==> src/hw/lsu_consts.svh <==
// Widths assume a 32-bit word of four 8-bit lanes; address bits above LSU_DMEM_AW+1 wrap
`ifndef LSU_CONSTS_SVH
`define LSU_CONSTS_SVH

// Virtual address and data word
`define LSU_AW 32
`define LSU_DW 32

// Byte lane width
`define LSU_BW 8

// Byte lanes per word
`define LSU_BYTES 4

// Data memory word index, 256 words
`define LSU_DMEM_AW 8

// Stage-1 valid after reset
`define LSU_S1_VALID_RST 1'b0

`endif

==> src/hw/lsu_pkg.sv <==
// LSU types only; size encoding follows the CPU opcode bus and op value 3 is treated as a no-op
`include "lsu_consts.svh"

package lsu_pkg;

   typedef enum logic [1:0] {
      LSU_NOP   = 2'd0,
      LSU_LOAD  = 2'd1,
      LSU_STORE = 2'd2
   } lsu_op_e;

   // Same codes as the execute-stage size field
   typedef enum logic [2:0] {
      SIZE_B = 3'd1,
      SIZE_H = 3'd2,
      SIZE_W = 3'd3
   } lsu_size_e;

   // Opcode bus from execute
   typedef struct packed {
      lsu_op_e   op;
      lsu_size_e size;
      logic      sign_ext;
   } lsu_opc_t;

   typedef struct packed {
      logic                    en;
      logic                    we;
      logic [`LSU_BYTES-1:0]   wmsk;
      logic [`LSU_DW-1:0]      wdat;
      logic [`LSU_DMEM_AW-1:0] idx;   // Word index
   } lsu_mem_req_t;

   typedef struct packed {
      logic              valid;
      logic              load;
      logic              misalign;
      logic              sign_ext;
      lsu_size_e         size;
      logic [`LSU_AW-1:0] vaddr;
   } lsu_s1_t;

   typedef struct packed {
      logic               valid;
      logic               ealign;   // Misalignment exception
      logic [`LSU_AW-1:0] vaddr;
      logic [`LSU_DW-1:0] dout;
   } lsu_resp_t;

endpackage

==> src/hw/lsu_req_gen.sv <==
// Stage-1 request former; requests fire only with p_ce_s1 high and misaligned stores are dropped
`timescale 1ns/100ps
`include "lsu_consts.svh"

module lsu_req_gen (
   input  logic                  clk,
   input  logic                  arst_n,
   input  logic                  p_ce_s1,
   input  logic                  flush_s1,
   input  logic                  ex_valid,
   input  lsu_pkg::lsu_opc_t     ex_opc,
   input  logic [`LSU_DW-1:0]    add_sum,
   input  logic [`LSU_DW-1:0]    ex_operand2,
   output logic                  agu_en,
   output lsu_pkg::lsu_mem_req_t mem_req,
   output lsu_pkg::lsu_s1_t      s1
);
   import lsu_pkg::*;

   logic                  is_load;
   logic                  is_store;
   logic                  misalign;
   logic                  accept;
   logic [`LSU_DW-1:0]    wdat;
   logic [`LSU_BYTES-1:0] wmsk;
   lsu_s1_t               s1_d;
   lsu_s1_t               s1_q;
   logic                  valid_q;

   assign is_load  = (ex_opc.op == LSU_LOAD);
   assign is_store = (ex_opc.op == LSU_STORE);
   assign agu_en   = is_load | is_store;

   // Word needs both low bits clear, halfword only bit 0
   assign misalign = ((ex_opc.size == SIZE_W) & (|add_sum[1:0])) |
                     ((ex_opc.size == SIZE_H) & add_sum[0]);

   // Held off while the pipe is stalled so a request is not repeated
   assign accept = p_ce_s1 & ex_valid & ~flush_s1 & agu_en;

   // Replicate store data over the lanes and pick the byte enables
   always_comb begin
      wdat = ex_operand2;
      wmsk = '0;
      case (ex_opc.size)
         SIZE_B: begin
            wdat = {`LSU_BYTES{ex_operand2[`LSU_BW-1:0]}};
            wmsk = {{(`LSU_BYTES-1){1'b0}}, 1'b1} << add_sum[1:0];
         end
         SIZE_H: begin
            wdat = {(`LSU_BYTES/2){ex_operand2[2*`LSU_BW-1:0]}};
            wmsk = add_sum[1] ? 4'b1100 : 4'b0011;   // Upper or lower pair
         end
         SIZE_W: begin
            wmsk = '1;
         end
         default: begin
            wmsk = '0;   // Unused size code writes nothing
         end
      endcase
   end

   always_comb begin
      mem_req.en   = accept;
      mem_req.we   = accept & is_store & ~misalign;
      mem_req.wmsk = wmsk;
      mem_req.wdat = wdat;
      mem_req.idx  = add_sum[`LSU_DMEM_AW+1:2];   // Higher bits ignored
   end

   assign s1_d = '{valid:    accept,
                   load:     is_load,
                   misalign: misalign,
                   sign_ext: ex_opc.sign_ext,
                   size:     ex_opc.size,
                   vaddr:    add_sum};

   // Valid also loads on flush so a flush clears it during a stall
   always_ff @(posedge clk or negedge arst_n) begin
      if (!arst_n) begin
         valid_q <= `LSU_S1_VALID_RST;
      end else if (p_ce_s1 | flush_s1) begin
         valid_q <= accept;
      end
   end

   always_ff @(posedge clk) begin
      if (p_ce_s1) begin
         s1_q <= s1_d;
      end
   end

   always_comb begin
      s1       = s1_q;
      s1.valid = valid_q;
   end

   // A store that wrote memory must land in stage 1 as an aligned store
   a_no_misalign_we: assert property (@(posedge clk) disable iff (!arst_n)
      mem_req.we |=> (s1.valid && !s1.load && !s1.misalign));

endmodule

==> config.mk <==
export PLATFORM = sky130hd
export DESIGN_NAME = lsu_req_gen
export DESIGN_NICKNAME = d
export VERILOG_FILES = /design/src/hw/lsu_pkg.sv /design/src/hw/lsu_req_gen.sv
export VERILOG_INCLUDE_DIRS = /design/src /design/src/hw
export SDC_FILE = /design/constraint.sdc
export NUM_CORES = 1
export LEC_CHECK = 0
export BUFFER_PORTS_ARGS = -buffer_cell sky130_fd_sc_hd__clkbuf_2
export CORE_UTILIZATION = 37
export CTS_BUF_LIST = sky130_fd_sc_hd__clkbuf_8
export DETAILED_ROUTE_END_ITERATION = 8
export PLACE_DENSITY = 0.83
export SYNTH_ARGS = -nofsm -noshare
export SYNTH_HDL_FRONTEND = slang
export SYNTH_SLANG_ARGS = --single-unit
==> constraint.sdc <==
create_clock -name clk -period 1.4 [get_ports clk]
set_clock_uncertainty 0.05 [all_clocks]
set_input_delay 0.14 -clock clk [delete_from_list [all_inputs] [get_ports clk]]
set_output_delay 0.14 -clock clk [all_outputs]
set_load 0.01 [all_outputs]
======== Yosys cells after proc, flatten, opt, wreduce, memory -nomap -nowiden ========
Index checks and enable logic that the tools add are counted.
cells by class
  $add $sub $neg .......................... 0
  multiply operators ...................... 0
  div/mod/pow operators ................... 0
  order comparisons ....................... 0
  equality and inequality tests ........... 5
  shift-type cells ........................ 1
  multiplexer cells ....................... 3
  bitwise gates (word level) .............. 12
  reduce and logical (&&, ||, !) cells .... 1
operators by type and width
  cell                                                                count
  32-bit one-hot mux with 2 select lines                              1
  4-bit one-hot mux with 3 select lines                               1
  1-bit bitwise AND                                                   7
  3-bit by 2-bit == test with 1-bit output (second input constant)    2
  4-bit two-way mux                                                   1
  1-bit by 2-bit left shift with 4-bit output (first input constant)  1
  3-bit by 1-bit == test with 1-bit output (second input constant)    1
  1-bit bitwise OR                                                    3
  2-bit by 1-bit == test with 1-bit output (second input constant)    1
  2-bit == test (second input constant)                               1
  1-bit inverter                                                      2
  2-bit OR reduction                                                  1
storage, ports and cells
  bits in registers ....................... 39
  latch bits .............................. 0
  memory bits (writable) .................. 0
  ROM bits ................................ 0
  input port bits ......................... 75
  output and inout port bits .............. 86
  memories ................................ 0

======== Depth between registers and ports, before layout ========
  depth after elaboration ................. 5
  depth in mapped cells ................... 5
  gate-level depth less buffers ........... 5

======== Worst setup path after synthesis ========
Ideal clock, no wire load.
  kind .................................... input to output
  start ................................... input ex_opc[2] in the netlist's numbering
  end ..................................... output mem_req[24] in the netlist's numbering
  arrival time ............................ 1.172 ns
  data required time ...................... 1.210 ns
  path slack .............................. 0.038 ns
  stages on the path ...................... 5
  buffers on the path ..................... 2
  path through ............................ buf_2 > nand2b_1 > buf_6 > a21oi_4 > mux2_2
RTL lines
  item             RTL line           text
  start, declared  lsu_req_gen.sv:11  input lsu_pkg::lsu_opc_t ex_opc,
  end, declared    lsu_req_gen.sv:15  output lsu_pkg::lsu_mem_req_t mem_req,

==> results.toml <==
[yosys]
syn_inst = 160
synth_fp_nets = 237
synth.distinct_cells = 23
synth.area.top_cells = "edfxtp_1 (56%), mux2_2 (7.8%), buf_4 (6.7%), o211a_1 (4.0%), o32a_1 (4.0%)"
synth_area_um2 = 2026
ys_warn_count = 0
synth_common_cells = "edfxtp_1 (38), nor2_1 (19), buf_4 (18)"
async_flop_share_pct = 2.564
seq_area_frac_synth_pct = 57.57
synth_top_cell_by_area = "edfxtp_1"
synth.top_cell.area_share_pct = 56.33
synth_edf_count = 38
ys_ff_latch = 39
yosysMostFrequentCell = "edfxtp_1"
avgSynthCellArea_um2 = 12.66
ys.flop_type = "edfxtp_1"

[sta]
setup_viol = 0
maxSlewViolCount = 0
min_period_ns = 1.390
clock.fmax_mhz = 719.2
rsz0062_at_grt = "true"
hold_viol = 0
max_slew_margin_pct = 81.50
timing.final.crit_share_pct = 99.32
tightest_slew_ns = 0.2768

[die]
row_count = 26
die_w_um = 75.99
die_h_um = 75.99
io_pins = 161
die-area_um2 = 5774
core_um2 = 5205
initial_core_util_pct = 38.92

[flow_run]
max-cap-violations = 0

[final_layout]
nNetsFinal = 426
area_delta_synth_final_pct = 70.66
layout-drive-gt1-share_pct = 60.57
fillers = 389
antennaDiodeCount = 0
final_area_um2 = 3457

[placed_design]
numPortBuffers = 160
dp_hpwl_um = 4281
globalplace.congestion = 0.8032
place_area_um2 = 2897

[worst_setup_path]
criticalPathCategory = "primary input to output port"
path_max_fanout = 5
cp_cell_sequence = "clkbuf_2, nand2b_4, a21oi_4, buf_6, mux2_2, clkbuf_2"
cp-start-kind = "primary input"
cp.arrival_ns = 1.20
crit_path_end_kind = "output port"
required_ns = 1.21
cp_slowest_cell = "mux2_2"
crit_top_cell = "clkbuf_2"
critical_path.max_stage_delay_ns = 0.33

[power_and_ir_drop]
powerDensity_nw_per_um2 = 911.5
p_total_mw = 3.151
leakage_nw = 1.678
peakVddDrop_mv = 0.6258

[cts]
clk_pin_slew_ns = 0.07
cts-root-buf = "clkbuf_8"
cts_tree = "built"
numCtsBuffers = 5
clk_path_buf_depth = 2
cts.htree.levels = 2
clk_latency_ns = 0.28
clock_sinks = 39

[detailed_routing]
dr.pass1.iters = 4
wl_um = 6591
vias = 2035
drc = 0
drtAntennaViolNets = 0
wl_per_cell_um = 15.69
drt_iter0_drc = 151
via_per_inst = 4.845

[global_route]
grt_max_degree = 40
grt_overflow_total = 0
grt_pass1_vias = 1889
grt_pass1_wl_um = 9349
grt_usage_pct = 20.93
antenna_found_initial = 0

[hold_path]
hp-class = "primary input to flip-flop"

[outcome]
outcome = "finished clean"
layer usage:
metal  track usage (%)  up-vias  wire [um]
met1             22.22      951       2500
met2             39.27      112       3422
met4             9.808        0        190
met5                 0        -          0
li1                  -      956          -
met3             4.431       16        478
per-stage QoR:
stage | setup WS, ns | hold slack [ns] | TNS (ns) | cells | util [%]
2_1_floorplan | 0.03773 | -0.2056 | 0 | 160 | -
3_3_place_gp | -0.02728 | -0.1333 | -0.3086 | 380 | 55.65
3_5_place_dp | -0.05875 | -0.1318 | -0.8285 | 380 | 55.65
4_1_cts | 0.01641 | 0.005737 | 0 | 417 | 64.28
5_1_grt | -0.01924 | 0.007472 | -0.1050 | 420 | 66.42
6_report | 0.009528 | 0.02566 | 0 | 420 | 66.42
placed cells by master (no fill, tap or decap), types with 4 or more instances in the layout:
cell / Yosys / routed
nor2_1: 19 / 15
a21oi_1: 13 / 13
edfxtp_1: 38 / 38
o32a_1: 8 / 8
dlygate4sd3_1: 0 / 31
mux2_2: 14 / 10
mux2_4: 0 / 5
buf_6: 1 / 7
nand2b_1: 11 / 9
nor2_2: 0 / 4
buf_4: 18 / 10
clkbuf_8: 0 / 5
o211a_1: 8 / 8
clkbuf_2: 0 / 153
area by class of cell:
class	instances	area, um2	share of cell area (%)
Tap cell	70	87.58	2.533
Multi-Input combinational cell	92	747.0	21.61
Clock buffer	5	68.82	1.991
Sequential cell	39	1166	33.73
Inverter	3	11.26	0.3257
Timing Repair Buffer	208	1333	38.55
Clock inverter	3	43.79	1.267
critical path: cells and delay by family:
kind	cells	cell delay [ns]
compound gates	1	0.18
mux	1	0.33
buf+inv	3	0.38
simple gates	1	0.17
registers in the layout (all words and copies together), names as in the netlist:
| signal | cells |
|---|---|
| valid_q | 1 |
| s1 | 38 |
repair_timing:
item | CTS | global route
pin swaps | 3 | 2
hold buffers | 29 | 2
buffers inserted | 0 | 0
resized for setup | 9 | 22
endpoints found under the hold margin | 29 | 2
cloned | 0 | 1
endpoints found under the setup margin | 26 | 19
report_power, final:
| part | internal [mW] | switching, mW | total (mW) | leakage (nW) |
|---|---|---|---|---|
| clock network | 0.530 | 0.400 | 0.930 | 0.0581 |
| logic | 0.420 | 0.391 | 0.812 | 1.24 |
| registers | 1.38 | 0.0280 | 1.41 | 0.385 |
cells by family (layout without fill, tap and decap cells):
logic type	Yosys count	count (layout)	share of synthesized area, %
DFF	39	39	57.57
and+or+nand+nor	39	39	9.697
AOI/OAI and AO/OA	35	35	13.40
buffers and inverters	29	219	9.203
muxes	16	16	8.894
adders and majority gates	2	2	1.235
worst paths after layout:
kind                            cells after the start  slack (ns)           startpoint                  end
worst max register to register                      1        0.70  valid_q$_DFFE_PN0P_  valid_q$_DFFE_PN0P_
worst min-delay path                                1        0.03          add_sum[29]     s1[29]$_DFFE_PP_
worst min register to register                      1        0.46  valid_q$_DFFE_PN0P_  valid_q$_DFFE_PN0P_
worst max-delay path                                6        0.01            ex_opc[2]          mem_req[24]
min in group asynchronous                           2        0.11               arst_n  valid_q$_DFFE_PN0P_
max in group asynchronous                           2        1.11               arst_n  valid_q$_DFFE_PN0P_
Power figures use the tool's default switching activity.
