[src/hw/lsu_consts.svh]
// Widths assume a 32-bit word of four 8-bit lanes; address bits above LSU_DMEM_AW+1 wrap
`ifndef LSU_CONSTS_SVH
`define LSU_CONSTS_SVH

// Virtual address and data word
`define LSU_AW 32
`define LSU_DW 32

// Byte lane width
`define LSU_BW 8

// Byte lanes per word
`define LSU_BYTES 4

// Data memory word index, 256 words
`define LSU_DMEM_AW 8

// Stage-1 valid after reset
`define LSU_S1_VALID_RST 1'b0

`endif

[src/hw/lsu_pkg.sv]
// LSU types only; size encoding follows the CPU opcode bus and op value 3 is treated as a no-op
`include "lsu_consts.svh"

package lsu_pkg;

   typedef enum logic [1:0] {
      LSU_NOP   = 2'd0,
      LSU_LOAD  = 2'd1,
      LSU_STORE = 2'd2
   } lsu_op_e;

   // Same codes as the execute-stage size field
   typedef enum logic [2:0] {
      SIZE_B = 3'd1,
      SIZE_H = 3'd2,
      SIZE_W = 3'd3
   } lsu_size_e;

   // Opcode bus from execute
   typedef struct packed {
      lsu_op_e   op;
      lsu_size_e size;
      logic      sign_ext;
   } lsu_opc_t;

   typedef struct packed {
      logic                    en;
      logic                    we;
      logic [`LSU_BYTES-1:0]   wmsk;
      logic [`LSU_DW-1:0]      wdat;
      logic [`LSU_DMEM_AW-1:0] idx;   // Word index
   } lsu_mem_req_t;

   typedef struct packed {
      logic              valid;
      logic              load;
      logic              misalign;
      logic              sign_ext;
      lsu_size_e         size;
      logic [`LSU_AW-1:0] vaddr;
   } lsu_s1_t;

   typedef struct packed {
      logic               valid;
      logic               ealign;   // Misalignment exception
      logic [`LSU_AW-1:0] vaddr;
      logic [`LSU_DW-1:0] dout;
   } lsu_resp_t;

endpackage

[src/hw/lsu_load_align.sv]
// Purely combinational load lane select and extension; dout is zero for stores
`timescale 1ns/100ps
`include "lsu_consts.svh"

module lsu_load_align (
   input  lsu_pkg::lsu_s1_t   s1,
   input  logic [`LSU_DW-1:0] rdata,
   output lsu_pkg::lsu_resp_t lsu_resp
);
   import lsu_pkg::*;

   logic [`LSU_BW-1:0]   dout_8b;
   logic [2*`LSU_BW-1:0] dout_16b;
   logic                 sbit_8b;
   logic                 sbit_16b;
   logic [`LSU_DW-1:0]   dout_ext;

   // Byte by vaddr[1:0], halfword by vaddr[1]
   assign dout_8b  = rdata[s1.vaddr[1:0]*`LSU_BW +: `LSU_BW];
   assign dout_16b = s1.vaddr[1] ? rdata[`LSU_DW-1 -: 2*`LSU_BW]
                                 : rdata[2*`LSU_BW-1:0];

   assign sbit_8b  = s1.sign_ext & dout_8b[`LSU_BW-1];
   assign sbit_16b = s1.sign_ext & dout_16b[2*`LSU_BW-1];

   always_comb begin
      case (s1.size)
         SIZE_B:  dout_ext = {{(`LSU_DW-`LSU_BW){sbit_8b}}, dout_8b};
         SIZE_H:  dout_ext = {{(`LSU_DW-2*`LSU_BW){sbit_16b}}, dout_16b};
         SIZE_W:  dout_ext = rdata;   // Word passes through
         default: dout_ext = '0;
      endcase
   end

   always_comb begin
      lsu_resp.valid  = s1.valid;
      lsu_resp.ealign = s1.valid & s1.misalign;   // Only for a live request
      lsu_resp.vaddr  = s1.vaddr;
      lsu_resp.dout   = s1.load ? dout_ext : '0;
   end

endmodule

[config.mk]
export PLATFORM = sky130hd
export DESIGN_NAME = lsu_load_align
export DESIGN_NICKNAME = d
export VERILOG_FILES = /design/src/hw/lsu_pkg.sv /design/src/hw/lsu_load_align.sv
export VERILOG_INCLUDE_DIRS = /design/src /design/src/hw
export SDC_FILE = /design/constraint.sdc
export NUM_CORES = 1
export LEC_CHECK = 0
export BUFFER_PORTS_ARGS = -buffer_cell sky130_fd_sc_hd__buf_2
export CORE_UTILIZATION = 29
export DETAILED_ROUTE_END_ITERATION = 8
export GPL_TIMING_DRIVEN = 0
export PLACE_DENSITY = 0.86
export SLEW_MARGIN = 20
export SYNTH_ARGS = -nofsm -noshare
export SYNTH_HDL_FRONTEND = slang
export SYNTH_SLANG_ARGS = --single-unit
[constraint.sdc]
create_clock -name vclk -period 1.96
set_clock_uncertainty 0.1 [all_clocks]
set_input_delay 0.392 -clock vclk [all_inputs]
set_output_delay 0.392 -clock vclk [all_outputs]
set_load 0.02 [all_outputs]
Word level (Yosys, flattened, before mapping) --
Index checks and enable logic that the tools add are counted.
Storage, ports and cells: register bits after elaboration 0, logic and storage cells 10, bits of input ports 71
Cells by class: eq/ne operators 3, multiplexer cells 3, shifts and indexed selects 1, bitwise gates (word level) 3
Operators by type and width (count):
- 32-bit case mux with 3 select lines | 1
- 32-bit 2-to-1 mux | 1
- 32-bit by 6-bit indexed part select with 8-bit output | 1
- 16-bit 2-to-1 mux | 1
- 3-bit by 2-bit equality test with 1-bit output (second input constant) | 2
- 1-bit bitwise AND | 3
- 3-bit by 1-bit equality test with 1-bit output (second input constant) | 1

Longest topological paths before layout --
Gate-level depths: netlist of the first run.
depth after elaboration 4, mapped depth 6, mapped depth without buffers 4

Worst setup path before layout of the first run --
No wires, ideal clock.
path kind input to output, start input s1[1] in the netlist's numbering, end output lsu_resp[20] in the netlist's numbering, required time 1468 ps, buffers on the path 2, cell stages on the path 6, arrival 1707 ps, slack -239 ps, cell sequence buf_6 mux4_2 and3b_4 o21ai_4 buf_6 a21oi_1
RTL lines:
- start, declared | RTL line lsu_load_align.sv:6 | input lsu_pkg::lsu_s1_t s1,
- end, declared | RTL line lsu_load_align.sv:8 | output lsu_pkg::lsu_resp_t lsu_resp

==> results.md, run 1 <==
* DR DRC count at 0
* DIE AREA at 3664 µm²
* Ratio of cells with drive above 1 in the final layout at 0.7519
* Critical path endpoint category: primary output
* Fin. max-slew vios at 0
* Slew headroom at 0.7408
* Period utilisation layout at 1.155
* DR vias/cell at 5.003
* Crit. Startpoint: s1[1]
* Crit path to: lsu_resp[24]
* Post-Syn Instances at between 100 and 150
* Gr ovfl total at 0
* Top post-synthesis cells by area: buf_4 25%, mux2i_1 15%, nand2_1 11%
* Net Sw Frac at 0.5089
* Fin Setup TNS at -7.476 ns
* Clkbuf count at 0
* Die Y at just over 60 µm
* Max-cap viol count at 0
* CP Class: input pin to primary output
* CP max FO at 5
* Number of unique standard cell types used by synthesis at 25
* Layout area overhead at 106.4%
* DP HPWL at 3187 µm
* Number of global-route vias before repair at 1399
* Switching pwr at 221.0 µW
* Min-Delay Path Class: input pin to primary output
* Final min period at 2.265 ns
* 1st-pass router iterations at 4
* Largest net degree at the start of global routing at 11
* Mapped Nets at 217
* Final worst slack at -0.3048 ns
* Cell Count, Final, Fillers Out at 302
* N_diodes at 0
* Placed cells at 296
* PD cells at 211.7 nW/µm²
* Seq/Total Area, Yosys at 0
* Nets at roughly 330
* Delay-heaviest family, CP: multiplexers
* Max IR drop VDD at 0.1373 mV
* YS warnings at 0
* Antenna Nets Post-Route at 0
* Slowest CP cell: mux4_2
* Initial antenna violation count at 0
* Status: finished with violations
* # port buffers at 106
* Pre-CTS setup slack at -0.7301 ns
* Reg power frac at 0
* I/O pin cnt at 137
* CP Cell Sequence: buf_12 -> mux4_2 -> and3b_4 -> o21ai_4 -> buf_6 -> a21oi_2 -> buf_4
* First-pass GRT wire length at 6430 µm
* Starting Density at 0.3151
* Core ar. at 3153 µm²
* Number of stages on the worst setup path at 7
* FF+latch count at 0
* Violated checks: setup timing
* Synth cell count leaders: 33 x buf_4, 28 x nand2_1, 18 x a21oi_1, 15 x mux2i_1, 10 x nor2_1
* Global placement routability congestion at between 0.8 and 0.9
* Critical Path Source Type: input pin
* Yosys top cell area share at 0.2494
* Logic gate share of total power at 1.000
* FMAX at 0.4415 GHz
* Synth Cell Area at 993.5 µm²
* Arr. time, crit path at between 1.5 and 2 ns
* Tot GR Track Use at 0.2335
* Syn avg cell area at 6.804 µm²
* Final core occ at 0.6504
* Die X at 60.53 µm
* Final setup vio count at 31
* Starting DRT DRC Count at 60
* RSZ-0062 raised after global routing: yes
* Static Leak at slightly above 1 nW
* Via count at ~1500
* Required time of the critical path at around 1.5 ns
* P_int at between 200 and 250 µW
* Cell Rows at 20
* Wire per inst at 14.90 µm
* Slew @ Worst Pin at 0.3884 ns
* Final wirelength at 4499 µm
* Count leader, synth: buf_4
* Fin. Hold Viols at 0
* CP peak stage delay at 0.51 ns
* Seq. cell area at 0 µm²
* Clock share of power at 0
* Buf+Inv Stages, Crit Path at 3
* Yosys top cell by area: buf_4
## layout by cell type, fill, tap and decap left out, types with 2 or more instances in the layout
cell type,count
a21oi_2,10
buf_4,46
buf_2,81
o221a_4,7
mux2i_1,15
clkbuf_8,3
nor2b_1,2
nand2_1,27
mux2_2,2
a21oi_1,7
nor2_4,8
a221o_1,7
buf_6,22
## worst min-delay path by stage
stage           start            to  slack [ns]  depth (start not counted)
3_5_place_dp    s1[1]  lsu_resp[33]        0.90                          2
2_1_floorplan   s1[0]  lsu_resp[32]        0.80                          1
5_1_grt        s1[23]  lsu_resp[55]        0.90                          2
3_3_place_gp    s1[1]  lsu_resp[33]        0.90                          2
6_report       s1[13]  lsu_resp[45]        0.90                          2
4_1_cts         s1[1]  lsu_resp[33]        0.90                          2
## metrics by stage
stage               cell area, µm²  power [mW]  hold slack (ns)
floorplan                     1112      0.2449           0.7966
global placement              1698      0.3619           0.9011
detailed placement            1698      0.3685           0.9012
CTS                           2047      0.4323           0.9012
global route                  2051      0.4603           0.9040
finish                        2051      0.4342           0.9005
## logic make-up (layout without fill, tap and decap cells)
logic type	after synthesis	in the layout	synth area share
simple gates	50	50	0.2305
buf+inv	43	155	0.3035
compound gates	35	35	0.2695
mux	18	18	0.1965
## power groups by stage
stage | Sequential [mW] | Clock (mW) | Combinational [mW]
floorplan | 0 | 0 | 0.245
global route | 0 | 0 | 0.460
finish | 0 | 0 | 0.434
global placement | 0 | 0 | 0.362
detailed placement | 0 | 0 | 0.369
CTS | 0 | 0 | 0.432
## cell type report
class	count	area, µm²
Buffer	39	324.1
Multi-Input combinational cell	103	913.4
Tap cell	44	55.05
Fill cell	281	1102
Timing Repair Buffer	116	758.2
## timing repair
item / 4_1_cts / 5_1_grt
setup buffers: 10 / 0
cloned: 1 / 0
gates resized for setup: 67 / 16
endpoints found under the setup margin: 32 / 32
pin swaps: 8 / 6
hold buffers: 0 / 0
## layer usage
metal	track usage	up-vias	part of all wire
li1	-	714	-
met1	0.2762	694	0.38
met2	0.4553	99	0.54
met3	0.01919	4	0.075
met4	0.04545	0	0.0076
met5	0	-	0
Power figures use the tool's default switching activity.
==> run 2, diff against run 1 <==
- PLACE_DENSITY: 0.86 -> 0.78
==> run 2 against run 1 <==
The run still ends with setup timing left. Via count shrank 1.6%. First-iteration DRC count grew 6.7%. Worst hold slack is essentially flat. Maximum frequency shrank 1.8%. Sequential cell count is the same. Cell count shrank 0.33%. Die area is the same. Design area grew 4.0%. Largest power group unchanged. Largest cell class unchanged. Combinational power grew 2%. Utilization grew 2.6 points. Sequential share of layout area is the same. Total power grew 1.9%.
==> results.md, run 2 (synthesized netlist as in run 1, its figures left out) <==
* P_int at 216.9 µW
* Critical path endpoint category: primary output
* Ratio of cells with drive above 1 in the final layout at 0.7588
* Violated checks: setup timing
* DR DRC count at 0
* Commonest non-fill, non-tap cell in the layout: buf_2
* Fin Setup TNS at -8.301 ns
* Fin. max-slew vios at 0
* Largest net degree at the start of global routing at 11
* Total power at around 440 µW
* Final min period at ~2.3 ns
* Final wirelength at 4243 µm
* Antenna Nets Post-Route at 0
* DP HPWL at 3158 µm
* Status: finished with violations
* Die Y at just over 60 µm
* Required time of the critical path at approximately 1.5 ns
* Cell Rows at 20
* Slowest CP cell: mux4_2
* DIE AREA at 3664 µm²
* Slew headroom at 0.7848
* Via count at 1487
* # port buffers at 106
* CP peak stage delay at 0.50 ns
* Min-Delay Path Class: input pin to primary output
* RSZ-0062 raised after global routing: yes
* Clock share of power at 0
* DR vias/cell at 4.940
* Arr. time, crit path at 1.81 ns
* Cell Count, Final, Fillers Out at 301
* Placed cells at just under 300
* Number of global-route vias before repair at 1314
* N_diodes at 0
* Max-cap viol count at 0
* CP Class: input pin to primary output
* Seq. cell area at 0 µm²
* Fin. Hold Viols at 0
* FF+latch count at 0
* Logic gate share of total power at 1.000
* CP max FO at 5
* Minimum hold slack at roughly 0.9 ns
* 1st-pass router iterations at 4
* Pre-CTS setup slack at -0.6041 ns
* Hold path depth at 2
* Reg power frac at 0
* Final setup vio count at 30
* First-pass GRT wire length at slightly below 6000 µm
* Clkbuf count at 0
* Core ar. at 3153 µm²
* Most frequent cells in the layout: 78 x buf_2, 40 x buf_4, 27 x nand2_1, 27 x buf_6, 15 x mux2i_1
* Max IR drop VDD at 0.1157 mV
* Layout area overhead at 114.6%
* Starting Density at 0.3151
* PD cells at a little over 200 nW/µm²
* Nets at 330
* Static Leak at 1.021 nW
* Switching pwr at 225.6 µW
* Global placement routability congestion at 0.7510
* Gr ovfl total at 0
* Final worst slack at -0.3458 ns
* Initial antenna violation count at 0
* FMAX at between 0.4 and 0.5 GHz
* Most used cell, CP: buf_12
* Wire per inst at 14.10 µm
* Critical Path Source Type: input pin
* Die X at 60.53 µm
* I/O pin cnt at 137
* Period utilisation layout at 1.176
* Starting DRT DRC Count at 64
* CP Cell Sequence: buf_12 -> mux4_2 -> and3b_4 -> o21ai_4 -> buf_12 -> buf_12 -> a21oi_2 -> buf_6
* Slew @ Worst Pin at 0.3139 ns
* Tot GR Track Use at 0.2062
* Net Sw Frac at 0.5099
[run 2: path summary, 6_finish.rpt]
check / start / slack (ns) / to
hold / removal: s1[16] / 0.90 / lsu_resp[48]
setup / recovery: s1[1] / -0.35 / lsu_resp[27]
[run 2: cell type report]
cell class                 count  area, µm²
buffer                        41      332.8
fill                         285       1021
multi-input combinational    103      949.7
tap                           44      55.05
timing repair buffer         113      794.5
[run 2: stage by stage]
step	cell area, µm²	utilization
2_1_floorplan	1112	-
3_3_place_gp	1698	0.5385
3_5_place_dp	1698	0.5385
4_1_cts	2011	0.6377
5_1_grt	2132	0.6762
6_report	2132	0.6762
[run 2: worst max-delay path: cells and delay by family]
kind                   cells  cell delay (ns)
buffers and inverters      4             0.50
muxes                      1             0.50
AOI/OAI and AO/OA          2             0.21
and+or+nand+nor            1             0.21
[run 2: power by group through the flow]
stage          combinational (mW)  sequential, mW  clock [mW]
2_1_floorplan               0.245               0           0
3_3_place_gp                0.362               0           0
3_5_place_dp                0.368               0           0
4_1_cts                     0.425               0           0
6_report                    0.443               0           0
5_1_grt                     0.469               0           0
[run 2: per-layer routing]
metal / share of wire / vias up / global-route usage
met5: 0 / - / 0
met4: 0.0075 / 0 / 0.01623
met3: 0.076 / 4 / 0.01493
met2: 0.53 / 83 / 0.3987
met1: 0.38 / 687 / 0.2574
li1: - / 713 / -
[run 2: repair_timing]
item | 4_1_cts | 5_1_grt
buffers inserted | 6 | 0
pin swaps | 7 | 3
endpoints found under the setup margin | 30 | 32
resized for setup | 61 | 33
hold endpoints to repair | 0 | 0
gates cloned | 1 | 0
hold buffers | 0 | 0
